--- src/source/tia_pkg.sv ---
`default_nettype none

package tia_pkg;

  localparam int DATA_W  = 8;                 // CPU data bus
  localparam int ADDR_W  = 6;                 // TIA register space
  localparam int COLOR_W = 7;                 // Hue and luminance

  typedef logic [COLOR_W-1:0] color_t;

  // Write-only registers
  localparam logic [ADDR_W-1:0] A_VSYNC  = 6'h00;
  localparam logic [ADDR_W-1:0] A_VBLANK = 6'h01;
  localparam logic [ADDR_W-1:0] A_WSYNC  = 6'h02;
  localparam logic [ADDR_W-1:0] A_COLUP0 = 6'h06;
  localparam logic [ADDR_W-1:0] A_COLUPF = 6'h08;
  localparam logic [ADDR_W-1:0] A_COLUBK = 6'h09;
  localparam logic [ADDR_W-1:0] A_CTRLPF = 6'h0A;
  localparam logic [ADDR_W-1:0] A_REFP0  = 6'h0B;
  localparam logic [ADDR_W-1:0] A_PF0    = 6'h0D;
  localparam logic [ADDR_W-1:0] A_PF1    = 6'h0E;
  localparam logic [ADDR_W-1:0] A_PF2    = 6'h0F;
  localparam logic [ADDR_W-1:0] A_RESP0  = 6'h10;
  localparam logic [ADDR_W-1:0] A_RESBL  = 6'h14;
  localparam logic [ADDR_W-1:0] A_GRP0   = 6'h1B;
  localparam logic [ADDR_W-1:0] A_GRP1   = 6'h1C;   // Only latches the delayed P0 copy
  localparam logic [ADDR_W-1:0] A_ENABL  = 6'h1F;
  localparam logic [ADDR_W-1:0] A_VDELP0 = 6'h25;
  localparam logic [ADDR_W-1:0] A_CXCLR  = 6'h2C;

  // Read registers, decoded on the low nibble
  localparam logic [3:0] R_CXP0FB = 4'h2;
  localparam logic [3:0] R_CXBLPF = 4'h6;
  localparam logic [3:0] R_INPT4  = 4'hC;

  // NTSC raster
  localparam int LINE_CLKS    = 228;
  localparam int FRAME_LINES  = 262;
  localparam int VISIBLE_W    = 160;
  localparam int FIRST_LINE   = 22;         // First line stored in the frame buffer
  localparam int PICTURE_LINE = 38;         // Lines above this are forced black

  localparam int RES_DELAY = 5;             // Object start lags the RESxx strobe
  localparam int PF_BITS   = 20;

  // Collision word, bit 0 P0-PF, bit 1 P0-BL, bit 2 BL-PF
  localparam int CX_W = 3;

  localparam int XPOS_W  = 8;
  localparam int YPOS_W  = 9;
  localparam int VADDR_W = 16;

endpackage

`default_nettype wire

--- src/source/tia_regs_if.sv ---
`default_nettype none

interface tia_regs_if;
  import tia_pkg::*;

  color_t colup0;
  color_t colupf;
  color_t colubk;

  logic [PF_BITS-1:0] pf;                   // PF0, PF1, PF2 in scan order
  logic               refpf;
  logic               scorepf;
  logic               pf_priority;

  logic [3:0]         ball_w;               // 1, 2, 4 or 8 pixels
  logic               enabl;
  logic [XPOS_W-1:0]  x_bl;

  logic [DATA_W-1:0]  grp0;
  logic [DATA_W-1:0]  old_grp0;
  logic               refp0;
  logic               vdelp0;
  logic [XPOS_W-1:0]  x_p0;

  logic               cx_clr;               // One-clock clear pulse

  modport regs_mp (
    output colup0, colupf, colubk, pf, refpf, scorepf, pf_priority,
           ball_w, enabl, x_bl, grp0, old_grp0, refp0, vdelp0, x_p0, cx_clr
  );

  modport render_mp (
    input pf, refpf, ball_w, enabl, x_bl, grp0, old_grp0, refp0, vdelp0, x_p0, cx_clr
  );

  modport color_mp (
    input colup0, colupf, colubk, scorepf, pf_priority
  );

endinterface

`default_nettype wire

--- src/source/tia_regs.sv ---
`default_nettype none

module tia_regs (
  input  logic                        clk,
  input  logic                        reset,
  input  logic                        cpu_enable_i,
  input  logic                        stb_i,
  input  logic                        we_i,
  input  logic [tia_pkg::ADDR_W-1:0]  adr_i,
  input  logic [tia_pkg::DATA_W-1:0]  dat_i,
  input  logic                        fire_i,
  input  logic [tia_pkg::XPOS_W-1:0]  xpos_i,
  input  logic [tia_pkg::CX_W-1:0]    cx_i,
  output logic [tia_pkg::DATA_W-1:0]  dat_o_o,
  output logic                        stall_cpu_o,
  output logic                        vsync_o,
  output logic                        vblank_o,
  output logic                        vsync_start_o,
  tia_regs_if.regs_mp                 regs
);
  import tia_pkg::*;

  logic              wr_en;
  logic              rd_en;
  logic [XPOS_W-1:0] res_pos;

  // PF1 is shifted out LSB last, so its bits land reversed
  function automatic logic [DATA_W-1:0] bit_rev(input logic [DATA_W-1:0] d);
    logic [DATA_W-1:0] r;
    for (int i = 0; i < DATA_W; i++) begin
      r[i] = d[DATA_W-1-i];
    end
    return r;
  endfunction

  assign wr_en = stb_i && we_i && cpu_enable_i;
  assign rd_en = stb_i && !we_i;

  // Rising edge of VSYNC restarts the beam
  assign vsync_start_o = wr_en && (adr_i == A_VSYNC) && dat_i[1] && !vsync_o;

  // Strobes during horizontal blank park the object at the left edge
  assign res_pos = (xpos_i >= XPOS_W'(VISIBLE_W)) ? '0 : xpos_i + XPOS_W'(RES_DELAY);

  always_ff @(posedge clk) begin
    if (reset) begin
      regs.colup0      <= '0;
      regs.colupf      <= '0;
      regs.colubk      <= '0;
      regs.pf          <= '0;
      regs.refpf       <= 1'b0;
      regs.scorepf     <= 1'b0;
      regs.pf_priority <= 1'b0;
      regs.ball_w      <= '0;
      regs.enabl       <= 1'b0;
      regs.x_bl        <= '0;
      regs.grp0        <= '0;
      regs.old_grp0    <= '0;
      regs.refp0       <= 1'b0;
      regs.vdelp0      <= 1'b0;
      regs.x_p0        <= '0;
      regs.cx_clr      <= 1'b0;
      vsync_o          <= 1'b0;
      vblank_o         <= 1'b0;
    end else begin
      regs.cx_clr <= 1'b0;
      if (wr_en) begin
        case (adr_i)
          A_VSYNC:  vsync_o <= dat_i[1];
          A_VBLANK: vblank_o <= dat_i[1];
          A_COLUP0: regs.colup0 <= dat_i[DATA_W-1:1];     // Bit 0 unused
          A_COLUPF: regs.colupf <= dat_i[DATA_W-1:1];
          A_COLUBK: regs.colubk <= dat_i[DATA_W-1:1];
          A_CTRLPF: begin
            regs.refpf       <= dat_i[0];
            regs.scorepf     <= dat_i[1];
            regs.pf_priority <= dat_i[2];
            regs.ball_w      <= 4'b0001 << dat_i[5:4];
          end
          A_REFP0:  regs.refp0 <= dat_i[3];
          A_PF0:    regs.pf[3:0] <= dat_i[7:4];            // Upper nibble only
          A_PF1:    regs.pf[11:4] <= bit_rev(dat_i);
          A_PF2:    regs.pf[19:12] <= dat_i;
          A_RESP0:  regs.x_p0 <= res_pos;
          A_RESBL:  regs.x_bl <= res_pos;
          A_GRP0:   regs.grp0 <= dat_i;
          A_GRP1:   regs.old_grp0 <= regs.grp0;            // Delayed copy for VDELP0
          A_ENABL:  regs.enabl <= dat_i[1];
          A_VDELP0: regs.vdelp0 <= dat_i[0];
          A_CXCLR:  regs.cx_clr <= 1'b1;
          default:  ;
        endcase
      end
    end
  end

  // WSYNC halts the CPU until the end of the visible line
  always_ff @(posedge clk) begin
    if (reset) begin
      stall_cpu_o <= 1'b0;
    end else if (wr_en && (adr_i == A_WSYNC)) begin
      stall_cpu_o <= 1'b1;
    end else if (xpos_i == XPOS_W'(VISIBLE_W)) begin
      stall_cpu_o <= 1'b0;
    end
  end

  always_ff @(posedge clk) begin
    if (reset) begin
      dat_o_o <= '0;
    end else if (rd_en) begin
      case (adr_i[3:0])
        R_CXP0FB: dat_o_o <= {cx_i[0], cx_i[1], 6'b0};   // P0-PF, P0-BL
        R_CXBLPF: dat_o_o <= {cx_i[2], 7'b0};
        R_INPT4:  dat_o_o <= {fire_i, 7'b0};
        default:  dat_o_o <= '0;
      endcase
    end
  end

endmodule

`default_nettype wire

--- src/source/beam_counter.sv ---
`default_nettype none

module beam_counter (
  input  logic                        clk,
  input  logic                        reset,
  input  logic                        enable_i,
  input  logic                        vsync_start_i,
  output logic [tia_pkg::XPOS_W-1:0]  xpos_o,
  output logic [tia_pkg::YPOS_W-1:0]  ypos_o,
  output logic                        in_frame_o
);
  import tia_pkg::*;

  logic line_end;

  assign line_end = (xpos_o == XPOS_W'(LINE_CLKS - 1));

  // Line past the last one is a one-tick pause before the raster wraps
  assign in_frame_o = (ypos_o < YPOS_W'(FRAME_LINES));

  always_ff @(posedge clk) begin
    if (reset) begin
      xpos_o <= '0;
      ypos_o <= '0;
    end else if (vsync_start_i) begin
      xpos_o <= '0;                         // Restart at the origin
      ypos_o <= '0;
    end else if (enable_i) begin
      if (in_frame_o) begin
        if (line_end) begin
          xpos_o <= '0;
          ypos_o <= ypos_o + 1'b1;
        end else begin
          xpos_o <= xpos_o + 1'b1;
        end
      end else begin
        ypos_o <= '0;                       // x is already zero here
      end
    end
  end

endmodule

`default_nettype wire

--- src/source/object_render.sv ---
`default_nettype none

module object_render (
  input  logic                        clk,
  input  logic                        reset,
  input  logic                        enable_i,
  input  logic [tia_pkg::XPOS_W-1:0]  xpos_i,
  input  logic                        in_frame_i,
  output logic                        pf_bit_o,
  output logic                        bl_bit_o,
  output logic                        p0_bit_o,
  output logic [tia_pkg::CX_W-1:0]    cx_o,
  tia_regs_if.render_mp               regs
);
  import tia_pkg::*;

  logic                        visible;
  logic [XPOS_W-1:0]           pf_col;
  logic [$clog2(PF_BITS)-1:0]  pf_idx;
  logic [XPOS_W:0]             bl_end;
  logic [XPOS_W-1:0]           p0_off;
  logic [2:0]                  p0_col;
  logic [DATA_W-1:0]           p0_gfx;

  assign visible = (xpos_i < XPOS_W'(VISIBLE_W));

  // Right half either repeats the left half or mirrors it
  always_comb begin
    if (xpos_i < XPOS_W'(VISIBLE_W / 2)) begin
      pf_col = xpos_i;
    end else if (regs.refpf) begin
      pf_col = XPOS_W'(VISIBLE_W - 1) - xpos_i;
    end else begin
      pf_col = xpos_i - XPOS_W'(VISIBLE_W / 2);
    end
  end

  assign pf_idx   = pf_col[$clog2(PF_BITS)+1:2];   // Four pixels per PF bit
  assign pf_bit_o = visible && regs.pf[pf_idx];

  assign bl_end   = {1'b0, regs.x_bl} + (XPOS_W + 1)'(regs.ball_w);
  assign bl_bit_o = visible && regs.enabl && (xpos_i >= regs.x_bl) &&
                    ({1'b0, xpos_i} < bl_end);

  // Player graphics go out MSB first, LSB first when reflected
  assign p0_off   = xpos_i - regs.x_p0;
  assign p0_col   = regs.refp0 ? p0_off[2:0] : ~p0_off[2:0];
  assign p0_gfx   = regs.vdelp0 ? regs.old_grp0 : regs.grp0;
  assign p0_bit_o = visible && (xpos_i >= regs.x_p0) &&
                    (p0_off < XPOS_W'(DATA_W)) && p0_gfx[p0_col];

  always_ff @(posedge clk) begin
    if (reset) begin
      cx_o <= '0;
    end else if (regs.cx_clr) begin
      cx_o <= '0;
    end else if (enable_i && in_frame_i) begin
      cx_o <= cx_o | {bl_bit_o && pf_bit_o,
                      p0_bit_o && bl_bit_o,
                      p0_bit_o && pf_bit_o};
    end
  end

endmodule

`default_nettype wire

--- src/source/pixel_out.sv ---
`default_nettype none

module pixel_out (
  input  logic                         clk,
  input  logic                         reset,
  input  logic                         enable_i,
  input  logic [tia_pkg::XPOS_W-1:0]   xpos_i,
  input  logic [tia_pkg::YPOS_W-1:0]   ypos_i,
  input  logic                         in_frame_i,
  input  logic                         pf_bit_i,
  input  logic                         bl_bit_i,
  input  logic                         p0_bit_i,
  output tia_pkg::color_t              vid_out_o,
  output logic [tia_pkg::VADDR_W-1:0]  vid_addr_o,
  output logic                         vid_wr_o,
  tia_regs_if.color_mp                 regs
);
  import tia_pkg::*;

  color_t             pf_color;
  color_t             pix_color;
  logic               draw;
  logic [VADDR_W-1:0] pix_addr;

  assign pf_color = regs.scorepf ? regs.colup0 : regs.colupf;   // Score mode uses P0 color

  always_comb begin
    if (ypos_i < YPOS_W'(PICTURE_LINE)) begin
      pix_color = '0;
    end else if (bl_bit_i) begin
      pix_color = regs.colupf;
    end else if (regs.pf_priority && pf_bit_i) begin
      pix_color = pf_color;                 // Playfield in front of player
    end else if (p0_bit_i) begin
      pix_color = regs.colup0;
    end else if (pf_bit_i) begin
      pix_color = pf_color;
    end else begin
      pix_color = regs.colubk;
    end
  end

  assign draw = enable_i && in_frame_i && (ypos_i >= YPOS_W'(FIRST_LINE)) &&
                (xpos_i < XPOS_W'(VISIBLE_W));

  assign pix_addr = VADDR_W'(ypos_i - YPOS_W'(FIRST_LINE)) * VADDR_W'(VISIBLE_W) +
                    VADDR_W'(xpos_i);

  always_ff @(posedge clk) begin
    if (reset) begin
      vid_out_o  <= '0;
      vid_addr_o <= '0;
      vid_wr_o   <= 1'b0;
    end else begin
      vid_wr_o <= draw;
      if (draw) begin
        vid_out_o  <= pix_color;
        vid_addr_o <= pix_addr;
      end
    end
  end

endmodule

`default_nettype wire

--- src/source/tia_top.sv ---
`default_nettype none

module tia_top (
  input  logic                         clk,
  input  logic                         reset,
  input  logic                         enable_i,
  input  logic                         cpu_enable_i,
  input  logic                         stb_i,
  input  logic                         we_i,
  input  logic [tia_pkg::ADDR_W-1:0]   adr_i,
  input  logic [tia_pkg::DATA_W-1:0]   dat_i,
  input  logic                         fire_i,
  output logic [tia_pkg::DATA_W-1:0]   dat_o,
  output logic                         stall_cpu_o,
  output tia_pkg::color_t              vid_out_o,
  output logic                         vid_vsync_o,
  output logic                         vid_vblank_o,
  output logic [tia_pkg::VADDR_W-1:0]  vid_addr_o,
  output logic                         vid_wr_o
);
  import tia_pkg::*;

  logic [XPOS_W-1:0] xpos;
  logic [YPOS_W-1:0] ypos;
  logic              in_frame;
  logic              vsync_start;
  logic              pf_bit;
  logic              bl_bit;
  logic              p0_bit;
  logic [CX_W-1:0]   cx;

  tia_regs_if regs_bus ();                  // Register state to the renderer

  tia_regs u_regs (
    .clk           (clk),
    .reset         (reset),
    .cpu_enable_i  (cpu_enable_i),
    .stb_i         (stb_i),
    .we_i          (we_i),
    .adr_i         (adr_i),
    .dat_i         (dat_i),
    .fire_i        (fire_i),
    .xpos_i        (xpos),
    .cx_i          (cx),
    .dat_o_o       (dat_o),
    .stall_cpu_o   (stall_cpu_o),
    .vsync_o       (vid_vsync_o),
    .vblank_o      (vid_vblank_o),
    .vsync_start_o (vsync_start),
    .regs          (regs_bus)
  );

  beam_counter u_beam (
    .clk           (clk),
    .reset         (reset),
    .enable_i      (enable_i),
    .vsync_start_i (vsync_start),
    .xpos_o        (xpos),
    .ypos_o        (ypos),
    .in_frame_o    (in_frame)
  );

  object_render u_render (
    .clk        (clk),
    .reset      (reset),
    .enable_i   (enable_i),
    .xpos_i     (xpos),
    .in_frame_i (in_frame),
    .pf_bit_o   (pf_bit),
    .bl_bit_o   (bl_bit),
    .p0_bit_o   (p0_bit),
    .cx_o       (cx),
    .regs       (regs_bus)
  );

  pixel_out u_pixel (
    .clk        (clk),
    .reset      (reset),
    .enable_i   (enable_i),
    .xpos_i     (xpos),
    .ypos_i     (ypos),
    .in_frame_i (in_frame),
    .pf_bit_i   (pf_bit),
    .bl_bit_i   (bl_bit),
    .p0_bit_i   (p0_bit),
    .vid_out_o  (vid_out_o),
    .vid_addr_o (vid_addr_o),
    .vid_wr_o   (vid_wr_o),
    .regs       (regs_bus)
  );

endmodule

`default_nettype wire

--- config.mk ---
export PLATFORM = sky130hd
export DESIGN_NAME = tia_top
export DESIGN_NICKNAME = d
export VERILOG_FILES = /design/src/source/tia_pkg.sv /design/src/source/tia_regs_if.sv /design/src/source/tia_regs.sv /design/src/source/beam_counter.sv /design/src/source/object_render.sv /design/src/source/pixel_out.sv /design/src/source/tia_top.sv
export SDC_FILE = /design/constraint.sdc
export NUM_CORES = 1
export LEC_CHECK = 0
export BUFFER_PORTS_ARGS = -buffer_cell sky130_fd_sc_hd__clkbuf_2
export CAP_MARGIN = 15
export CORE_AREA = 2 2 98 147
export DETAILED_ROUTE_END_ITERATION = 16
export DIE_AREA = 0 0 100 149
export HOLD_SLACK_MARGIN = 0.15
export PLACE_DENSITY = 0.79
export RECOVER_POWER = 100
export SYNTH_ARGS = -nofsm -noshare
export SYNTH_HDL_FRONTEND = slang
export SYNTH_SLANG_ARGS = --single-unit
--- constraint.sdc ---
create_clock -name clk -period 3.8 [get_ports clk]
set_input_delay 0.19 -clock clk [delete_from_list [all_inputs] [get_ports clk]]
set_output_delay 0.19 -clock clk [all_outputs]
set_load 0.01 [all_outputs]
==> Word level (Yosys, flattened, before mapping) <==
Cells that the tools add are included.
{ "word_totals": {"ff_bits": 139, "in_bits": 21, "out_inout_bits": 35} }
{ "op_classes": {"n_lt_le_gt_ge": 12, "n_bitwise": 3, "n_eq_ne": 23, "muxes": 22, "n_mul": 1, "addsub": 9, "n_reduce_logical": 46, "n_shift": 1} }
{ "op_table": {"columns": ["cell", "n"], "rows": [
  ["2-to-1 mux 7 bit", 8],
  ["== test 6 x 4 -> 1 bit, second input constant", 7],
  ["AND reduction 2 bit", 18],
  ["== test 6 x 5 -> 1 bit, second input constant", 5],
  ["2-to-1 mux 8 bit", 3],
  ["case mux 8 bit (3 select lines)", 1],
  ["logical AND 1 bit", 21],
  ["2-to-1 mux 9 bit", 2],
  ["adder 16 x 8 -> 16 bit", 1],
  ["== test 8 bit, second input constant", 2],
  [">= comparator 8 bit", 2],
  ["multiplier 16 x 3 -> 11 bit, second input constant", 1],
  ["== test 6 bit, second input constant", 2],
  ["subtractor 9 x 5 -> 10 bit, second input constant", 1],
  ["adder 8 x 4 -> 9 bit", 1],
  ["adder 9 x 1 -> 9 bit, second input constant", 1],
  [">= comparator 9 x 5 -> 1 bit, second input constant", 1],
  ["< comparator 8 x 9 -> 1 bit", 1],
  ["< comparator 9 x 6 -> 1 bit, second input constant", 1],
  ["< comparator 9 bit, second input constant", 1],
  ["adder 8 x 1 -> 8 bit, second input constant", 1],
  ["adder 8 x 3 -> 8 bit, second input constant", 1],
  [">= comparator 8 bit, second input constant", 1],
  ["< comparator 8 x 4 -> 1 bit, second input constant", 1],
  ["26 further kinds", 33]
]} }

==> Longest topological paths before layout <==
Gate-level depths: netlist of run 1.
{ "depth": {"word_depth": 11, "depth_mapped": 15, "depth_no_buf": 15} }

==> Cells and area by module <==
From an unflattened synthesis of run 1, not the netlist that was laid out.
{ "hier_totals": {"hier_cells": 979, "hier_area_um2": 8445.6} }
{ "by_module_without_submodules": {"columns": ["mod", "area_each_um2", "n_inst", "cells_per_inst", "seq_area_each_um2"], "rows": [
  ["tia_regs", 3663.5, 1, 391, 1781.7],
  ["pixel_out", 1995.7, 1, 245, 480.5],
  ["object_render", 1838.0, 1, 226, 60.1],
  ["beam_counter", 948.4, 1, 117, 340.3]
]} }

==> Worst setup path after synthesis of run 1 <==
OpenSTA, ideal clock, no wires.
{ "synth_path": {"path_type": "register to register", "startpoint": "register u_beam.ypos_o[1] in the netlist's numbering", "endpoint": "register u_pixel.vid_addr_o[15] in the netlist's numbering", "arrival_time_ns": 3.230, "n_path_buf": 0, "setup_time_ns": 0.070, "t_required_ns": 3.730, "path_stages_with_launch": 15, "setup_slack_ns": 0.500, "path_cell_list": "dfxtp_1 -> ha_1 -> o21ai_1 -> xor2_1 -> ha_1 -> ha_1 -> nor2b_1 -> o21a_1 -> o21ai_0 -> a211oi_1 -> a2111oi_0 -> nor3_1 -> xnor3_1 -> nand2_1 -> a21oi_1"} }
{ "synth_via": {"elab_chain_len": 4} }
{ "synth_rtl": {"columns": ["item", "line", "text"], "rows": [
  ["from (decl)", "beam_counter.sv:9", "output logic [tia_pkg::YPOS_W-1:0] ypos_o,"],
  ["from (signal assigned)", "beam_counter.sv:32", "ypos_o <= ypos_o + 1'b1;"],
  ["parallel branches: the longest is 4 deep, another holds multiplier 16 x 3 -> 11 bit", null, null],
  ["to (signal assigned)", "pixel_out.sv:58", "vid_addr_o <= pix_addr;"],
  ["to (decl)", "pixel_out.sv:14", "output logic [tia_pkg::VADDR_W-1:0] vid_addr_o,"]
]} }
Parallel ways; which one is timed is not known.
A chain may end at the register's enable or synchronous reset.

==> Worst setup path after layout of run 1 <==
{ "layout_path": {"startpoint": "register u_beam.ypos_o[2] in the netlist's numbering", "endpoint": "register u_pixel.vid_addr_o[15] in the netlist's numbering"} }
The elaborated chain is that of the path after synthesis.

==> flow_metrics.env, run 1 <==
export IMPL_cap_violations=1
export IMPL_antenna_found_initial=0
export IMPL_total_power_divided_by_cell_area_nw_per_um2=365
export IMPL_report_final_hold_viol_count=0
export IMPL_synth_compound_gate_area_share_pct=15.6
export IMPL_core_area_um2=13800
export IMPL_grt_overflow=0
export IMPL_die_height_um=149
export IMPL_pin_count=56
export IMPL_vias_per_cell=6.06
export IMPL_htreeDepth=4
export IMPL_setup_violations_final=0
export IMPL_run_status="finished, violations left"
export IMPL_wire_length_of_the_first_global_routing_pass_mm=34.4
export IMPL_yosysWarningCount=0
export IMPL_timing_hold_worst_path_depth=4
export IMPL_fmax_ghz=0.286
export IMPL_yosys_cell_types_count=86
export IMPL_detail_route_antenna_nets=0
export IMPL_vias_in_the_first_global_route=6858
export IMPL_worst_hold_check_path_type="in2reg"
export IMPL_drive_gt1_share_pct=9.06
export IMPL_slew_viol_final=60
export IMPL_cts_tree="yes"
export IMPL_synth_xor_area_share_pct=4.92
export IMPL_place_hpwl_mm=15.0
export IMPL_post_route_period_util_pct=91.9
export IMPL_hold_path_start="stb_i"
export IMPL_reg2reg_setup_slack_ns=0.31
export IMPL_finalWeightedCongestion=0.928
export IMPL_post_synth_cell_area_avg_um2=8.40
export IMPL_setup_repair_after_global_routing_missed_its_margin="no"
export IMPL_netlist_area_leader_share_pct=32.9
export IMPL_tritoncts_num_buffers=17
export IMPL_synthAdderAreaFrac_pct=8.87
export IMPL_clock_skew_ns=0.0126
export IMPL_dieWidth_um=100
export IMPL_finalPower_mw=3.30
export IMPL_synth_top_family_by_area="simple AND/OR/NAND/NOR gates"
export IMPL_critical_path_arrival_ns=3.85
export IMPL_layout_filler_cells=1148
export IMPL_yosys_area_share_simple_pct=20.7
export IMPL_critical_path_required_ns=4.15
export IMPL_insertedDiodeCount=0
export IMPL_instance_count_of_the_mapped_netlist=963
export IMPL_top_reg_cell_synth="sky130_fd_sc_hd__dfxtp_1"
export IMPL_detailroute_via_count=7145
export IMPL_clock_transition_at_the_registers_of_the_reported_paths_ns=0.07
export IMPL_synth_area_top_cells="sky130_fd_sc_hd__dfxtp_1, sky130_fd_sc_hd__mux2i_1, sky130_fd_sc_hd__ha_1, sky130_fd_sc_hd__nor2_1, sky130_fd_sc_hd__a21oi_1"
export IMPL_critical_path_peak_fanout=6
export IMPL_clk_insertion_delay_late_ns=0.43
export IMPL_cts_buffer_depth=2
export IMPL_path_class="reg2reg"
export IMPL_synth_edff_count=0
export IMPL_grt_total_usage_pct=29.1
export IMPL_timing_critical_path_from_type="flip-flop"
export IMPL_wl_per_cell_um=17.9
export IMPL_fp_dieArea_um2=14900
export IMPL_drt_first_iter_violations=469
export IMPL_fp_row_count=53
export IMPL_syn_area_um2=8090
export IMPL_peakVddDrop_mv=0.256
export IMPL_cts_root_buf="sky130_fd_sc_hd__clkbuf_16"
export IMPL_grt_max_degree=60
export IMPL_finalCriticalPeriod_ns=3.49
export IMPL_reg2reg_depth=14
export IMPL_yosys_area_top_type="sky130_fd_sc_hd__dfxtp_1"
export IMPL_tns_setup_ns=0
export IMPL_static_leakage_power_nw=3.62
export IMPL_tightestPinTransition_ns=2.61
export IMPL_failed_checks="max-capacitance violations, max-slew violations"
export IMPL_timing_rr_end="u_pixel.vid_addr_o[15]$_SDFFE_PP0P_"
export IMPL_port_buffers=49
export IMPL_cts_num_sinks=133
export IMPL_synth_ff_latch_count=133
export IMPL_syn2layout_area_growth_pct=11.8
export IMPL_worst_r2r_startpoint="u_beam.ypos_o[2]$_SDFFE_PP0P_"
export IMPL_num_nets_final=1078
export IMPL_post_synth_mux_area_share_pct=11.9
export IMPL_async_reset_ff_share_pct=0
export IMPL_worstHoldEndpoint="u_regs.dat_o_o[6]$_SDFFE_PP0P_"
export IMPL_timing_max_slew_rel_slack_pct=-73.7
export IMPL_drt_pre_antenna_iters=5
export IMPL_postRouteWirelength_mm=21.1
export IMPL_start_util_pct=58.7
export IMPL_drc_errors=0
export IMPL_sequential_share_of_the_synthesized_area_pct=32.9
export IMPL_endpoint_kind="flip-flop"
## cell families (layout without fill, tap and decap cells)
family / after synthesis / count (layout)
and+or+nand+nor: 357 / 357
xor gates and xnor gates: 43 / 43
adders and majority gates: 55 / 55
DFF: 133 / 133
AOI/OAI and AO/OA: 187 / 187
other: 1 / 6
buffers and inverters: 96 / 143
muxes: 91 / 91
## cell type report
type / count / area, µm² / area share (%)
multi-input combinational: 739 / 5030 / 55.5
sequential: 133 / 2660 / 29.4
clock buffer: 18 / 439 / 4.85
timing repair buffer: 70 / 372 / 4.11
tap: 165 / 206 / 2.28
clock inverter: 14 / 189 / 2.09
inverter: 41 / 154 / 1.70
## metrics by stage
| step | hold slack, ns | cell area (µm²) | worst slack [ns] | util (%) | instances |
|---|---|---|---|---|---|
| finish | 0.165 | 9050 | 0.307 | 65.6 | 1180 |
| global route | 0.190 | 9050 | 0.0720 | 65.6 | 1180 |
| CTS | 0.151 | 9110 | 0.243 | 66.0 | 1180 |
| detailed placement | 0.450 | 8420 | 0.274 | 61.1 | 1142 |
| global placement | 0.445 | 8420 | 0.395 | 61.1 | 1142 |
| floorplan | 0.285 | 8110 | 0.500 | - | 968 |
## how the worst max path moves through the flow
stage	start	to	slack, ns	depth (start not counted)
global placement	u_beam.ypos_o[2]$_SDFFE_PP0P_	u_pixel.vid_addr_o[15]$_SDFFE_PP0P_	0.39	14
floorplan	u_beam.ypos_o[1]$_SDFFE_PP0P_	u_pixel.vid_addr_o[15]$_SDFFE_PP0P_	0.50	14
detailed placement	u_beam.ypos_o[2]$_SDFFE_PP0P_	u_pixel.vid_addr_o[15]$_SDFFE_PP0P_	0.27	15
CTS	u_beam.ypos_o[2]$_SDFFE_PP0P_	u_pixel.vid_addr_o[15]$_SDFFE_PP0P_	0.24	15
global route	u_beam.xpos_o[4]$_SDFFE_PP0P_	u_pixel.vid_out_o[2]$_SDFFE_PP0P_	0.07	11
finish	u_beam.ypos_o[2]$_SDFFE_PP0P_	u_pixel.vid_addr_o[15]$_SDFFE_PP0P_	0.31	14
## routing by layer
| layer | global-route usage (%) | vias to the layer above | routed length [µm] | part of all wire [%] |
|---|---|---|---|---|
| li1 | - | 3454 | - | - |
| met4 | 13.3 | 0 | 801 | 3.8 |
| met2 | 52.1 | 244 | 10800 | 51 |
| met3 | 5.86 | 60 | 1090 | 5.2 |
| met5 | 0 | - | 0 | 0 |
| met1 | 32.9 | 3387 | 8370 | 40 |
## state kept, by name (all words and copies together) (netlist names), 4 cells and up
register	cells
u_regs.regs.ball_w	4
u_regs.regs.x_p0	8
u_regs.regs.pf	20
u_pixel.vid_out_o	7
u_regs.regs.old_grp0	8
u_regs.regs.grp0	8
u_beam.xpos_o	8
u_regs.regs.x_bl	8
u_regs.regs.colupf	7
u_beam.ypos_o	9
u_regs.regs.colubk	7
u_regs.regs.colup0	7
u_pixel.vid_addr_o	16
## synth_stat cells (all sizes together) (5+ instances only)
library cell	n
a2bb2oi	5
nor2	160
nand2b	17
o21ai	29
inv	40
mux2i	83
a21o	9
nand3	21
a221oi	6
clkbuf	37
xnor2	30
a31oi	7
a22oi	6
nor3	21
nand2	77
ha	51
mux2	5
a21oi	69
a311oi	5
o21a	5
nor2b	11
o22ai	5
or3	5
dfxtp	133
buf	18
xor2	12
nand4	8
a211oi	15
## power by group
group          switching (mW)  internal, mW  total (mW)
clock network           0.696          1.07        1.77
logic                  0.0973        0.0394       0.137
registers             0.00194          1.40        1.40
total                   0.796          2.51        3.30
## critical path, cell delays in order (launching register included)
cell and delay [ns]:
sky130_fd_sc_hd__dfxtp_1 0.42, sky130_fd_sc_hd__ha_1 0.31, sky130_fd_sc_hd__o21ai_1 0.12, sky130_fd_sc_hd__xor2_1 0.17
sky130_fd_sc_hd__ha_1 0.29, sky130_fd_sc_hd__ha_1 0.33, sky130_fd_sc_hd__nor2b_1 0.15, sky130_fd_sc_hd__o21a_1 0.17
sky130_fd_sc_hd__o21ai_0 0.21, sky130_fd_sc_hd__a211oi_1 0.11, sky130_fd_sc_hd__a2111oi_1 0.56, sky130_fd_sc_hd__nor3_1 0.12
sky130_fd_sc_hd__xnor3_1 0.23, sky130_fd_sc_hd__nand2_1 0.05, sky130_fd_sc_hd__a21oi_1 0.18
## cells in the final DEF, fill, tap and decap left out, drive strengths merged, types with 11 or more instances in the layout
cell type,Yosys,final
a21oi,69,69
mux2i,83,83
nand2,77,77
a211oi,15,15
nor2b,11,11
nand3,21,21
nand2b,17,17
xor2,12,12
xnor2,30,30
o21ai,29,29
ha,51,51
nor3,21,21
dfxtp,133,133
buf,18,13
inv,40,46
clkbuf,37,69
nor2,160,160
## timing repair
action                     in CTS  in global routing
setup endpoints to repair       0                  1
hold endpoints to repair        7                  0
resized for setup               0                  1
hold buffers                    6                  0
buffers inserted                0                  0
No activity file was read; power rests on OpenSTA's default activity.
==> run 2: changes to the inputs <==
--- a/config.mk
+++ b/config.mk
@@ -10,6 +10,7 @@
 export CORE_AREA = 2 2 98 147
 export DETAILED_ROUTE_END_ITERATION = 16
 export DIE_AREA = 0 0 100 149
+export GPL_TIMING_DRIVEN = 0
 export HOLD_SLACK_MARGIN = 0.15
 export PLACE_DENSITY = 0.79
 export RECOVER_POWER = 100
==> run 2 against run 1 <==
  * The flow now finishes without violations
  * Clock-buffer cell count unchanged
  * Routed wire length increased by 2.7%
  * Clock power decreased by 7%
  * First-iteration DRC count decreased by 28%
  * Fmax decreased by 3.6%
  * Sequential cell count unchanged
  * Critical path type unchanged
  * Critical endpoint is now u_pixel.vid_out_o[1]$_SDFFE_PP0P_
==> flow_metrics.env, run 2 (synthesis gave the netlist of run 1 again) <==
export IMPL_insertedDiodeCount=0
export IMPL_largest_register_ffs=20
export IMPL_peakVddDrop_mv=0.300
export IMPL_cts_num_sinks=133
export IMPL_grt_overflow=0
export IMPL_syn2layout_area_growth_pct=13.5
export IMPL_reg_top3="u_regs.regs.pf: 20 flops, u_pixel.vid_addr_o: 16 flops, u_beam.ypos_o: 9 flops"
export IMPL_layout_common_cells="sky130_fd_sc_hd__nor2_1, sky130_fd_sc_hd__dfxtp_1, sky130_fd_sc_hd__mux2i_1, sky130_fd_sc_hd__nand2_1"
export IMPL_tritoncts_num_buffers=17
export IMPL_regArea_um2=2670
export IMPL_multiInputGateArea_um2=5070
export IMPL_cts_tree="yes"
export IMPL_worst_hold_check_path_type="in2reg"
export IMPL_start_util_pct=58.7
export IMPL_tightestPinTransition_ns=1.16
export IMPL_core_area_um2=13800
export IMPL_cts_root_buf="sky130_fd_sc_hd__clkbuf_16"
export IMPL_worst_path_most_repeated_cell="sky130_fd_sc_hd__inv_1"
export IMPL_endpoint_kind="flip-flop"
export IMPL_post_route_period_util_pct=95.3
export IMPL_detail_route_antenna_nets=0
export IMPL_dpl_cell_count=1178
export IMPL_fp_row_count=53
export IMPL_die_height_um=149
export IMPL_drt_pre_antenna_iters=6
export IMPL_critical_path_peak_fanout=10
export IMPL_groute_layer_met3_usage_pct=5.20
export IMPL_drt_first_iter_violations=339
export IMPL_placed_area_um2=8540
export IMPL_vias_in_the_first_global_route=7153
export IMPL_final_cell_area_um2=9190
export IMPL_grt_util_met2_pct=53.9
export IMPL_timing_max_slew_rel_slack_pct=22.1
export IMPL_place_hpwl_mm=15.9
export IMPL_postRouteWirelength_mm=21.6
export IMPL_slowest_delay_ns=0.67
export IMPL_slew_viol_final=0
export IMPL_num_nets_final=1114
export IMPL_drc_errors=0
export IMPL_timing_critical_path_from_type="flip-flop"
export IMPL_static_leakage_power_nw=3.66
export IMPL_port_buffers=45
export IMPL_finalCriticalPeriod_ns=3.62
export IMPL_tns_setup_ns=0
export IMPL_timing_critical_path_slowest_stage_cell="sky130_fd_sc_hd__or4b_2"
export IMPL_detailroute_via_count=7248
export IMPL_regMostFlops="u_regs.regs.pf"
export IMPL_clock_transition_at_the_registers_of_the_reported_paths_ns=0.06
export IMPL_wire_length_of_the_first_global_routing_pass_mm=35.0
export IMPL_layout_filler_cells=1154
export IMPL_cts_buffer_depth=2
export IMPL_dieWidth_um=100
export IMPL_layout_cells_most_common="sky130_fd_sc_hd__nor2_1"
export IMPL_antenna_found_initial=0
export IMPL_use_met1_pct=33.3
export IMPL_clock_skew_ns=0.00783
export IMPL_drive_gt1_share_pct=9.99
export IMPL_hold_slack_ns=0.161
export IMPL_clk_insertion_delay_late_ns=0.42
export IMPL_most_congested_layer_reported_by_global_routing="met2"
export IMPL_vias_per_cell=5.96
export IMPL_path_class="reg2reg"
export IMPL_critical_path_required_ns=4.13
export IMPL_pin_count=56
export IMPL_final_cell_count_no_fill=1216
export IMPL_fp_dieArea_um2=14900
export IMPL_report_final_hold_viol_count=0
export IMPL_critical_path_arrival_ns=3.95
export IMPL_cap_violations=0
export IMPL_run_status="complete, no violations"
export IMPL_reg2reg_setup_slack_ns=0.18
export IMPL_total_power_divided_by_cell_area_nw_per_um2=347
export IMPL_setup_violations_final=0
export IMPL_htreeDepth=4
export IMPL_fmax_ghz=0.276
export IMPL_wl_per_cell_um=17.8
export IMPL_finalWeightedCongestion=0.922
export IMPL_grt_total_usage_pct=29.5
export IMPL_crit_path_cell_trace="buf_4 -> inv_1 -> ha_1 -> inv_1 -> fa_2 -> or4b_2 -> o311ai_0 -> o22ai_1 -> o211ai_1 -> a21oi_4 -> nand2b_1 -> nand2_1 -> a2bb2oi_1 -> a211oi_1"
export IMPL_grt_max_degree=17
run 2: power by group:
part           internal [mW]  switching, mW
Sequential              1.40        0.00486
Combinational         0.0475          0.103
Clock                  0.988          0.652
Total                   2.43          0.759
run 2: worst paths after layout:
| check | start | endpoint | cells past startpoint |
|---|---|---|---|
| max | u_beam.xpos_o[0]$_SDFFE_PP0P_ | u_pixel.vid_out_o[1]$_SDFFE_PP0P_ | 14 |
| min | stb_i | u_regs.dat_o_o[6]$_SDFFE_PP0P_ | 4 |
| max reg2reg | u_beam.xpos_o[0]$_SDFFE_PP0P_ | u_pixel.vid_out_o[1]$_SDFFE_PP0P_ | 14 |
| min reg2reg | u_pixel.vid_addr_o[9]$_SDFFE_PP0P_ | u_pixel.vid_addr_o[9]$_SDFFE_PP0P_ | 2 |
run 2: through the flow:
step / setup slack [ns] / power [mW] / utilization (%)
6_report: 0.178 / 3.19 / 66.6
2_1_floorplan: 0.500 / 1.52 / -
3_3_place_gp: -0.257 / 1.57 / 61.9
5_1_grt: -0.00703 / 3.27 / 66.6
4_1_cts: 0.0142 / 3.19 / 66.8
3_5_place_dp: -0.247 / 1.57 / 61.9
run 2: worst max-delay path: cells and delay by family, from the launching register on:
family | cells | cell delay, ns
buffers and inverters | 3 | 0.40
and+or+nand+nor | 3 | 0.99
DFF | 1 | 0.34
adders and majority gates | 2 | 0.72
AOI/OAI and AO/OA | 6 | 1.07
run 2: metal layers:
layer,routed length [µm],part of all wire [%]
met5,0,0
met1,8590,40
met4,641,3.0
met3,1060,4.9
met2,11300,52
run 2: repair_timing:
item / 4_1_cts / 5_1_grt
endpoints found under the setup margin: 9 / 9
setup buffers: 0 / 2
endpoints found under the hold margin: 4 / 0
resized for setup: 7 / 10
hold buffers: 6 / 0
pin swaps: 0 / 1
run 2: area by class of cell:
cell class / count / area share (%)
Multi-Input combinational cell: 739 / 55.1
Sequential cell: 133 / 29.0
Timing Repair Buffer: 53 / 2.85
Buffer: 53 / 2.66
Tap cell: 165 / 2.25
Inverter: 41 / 1.69
Clock buffer: 18 / 4.78
Clock inverter: 14 / 1.65
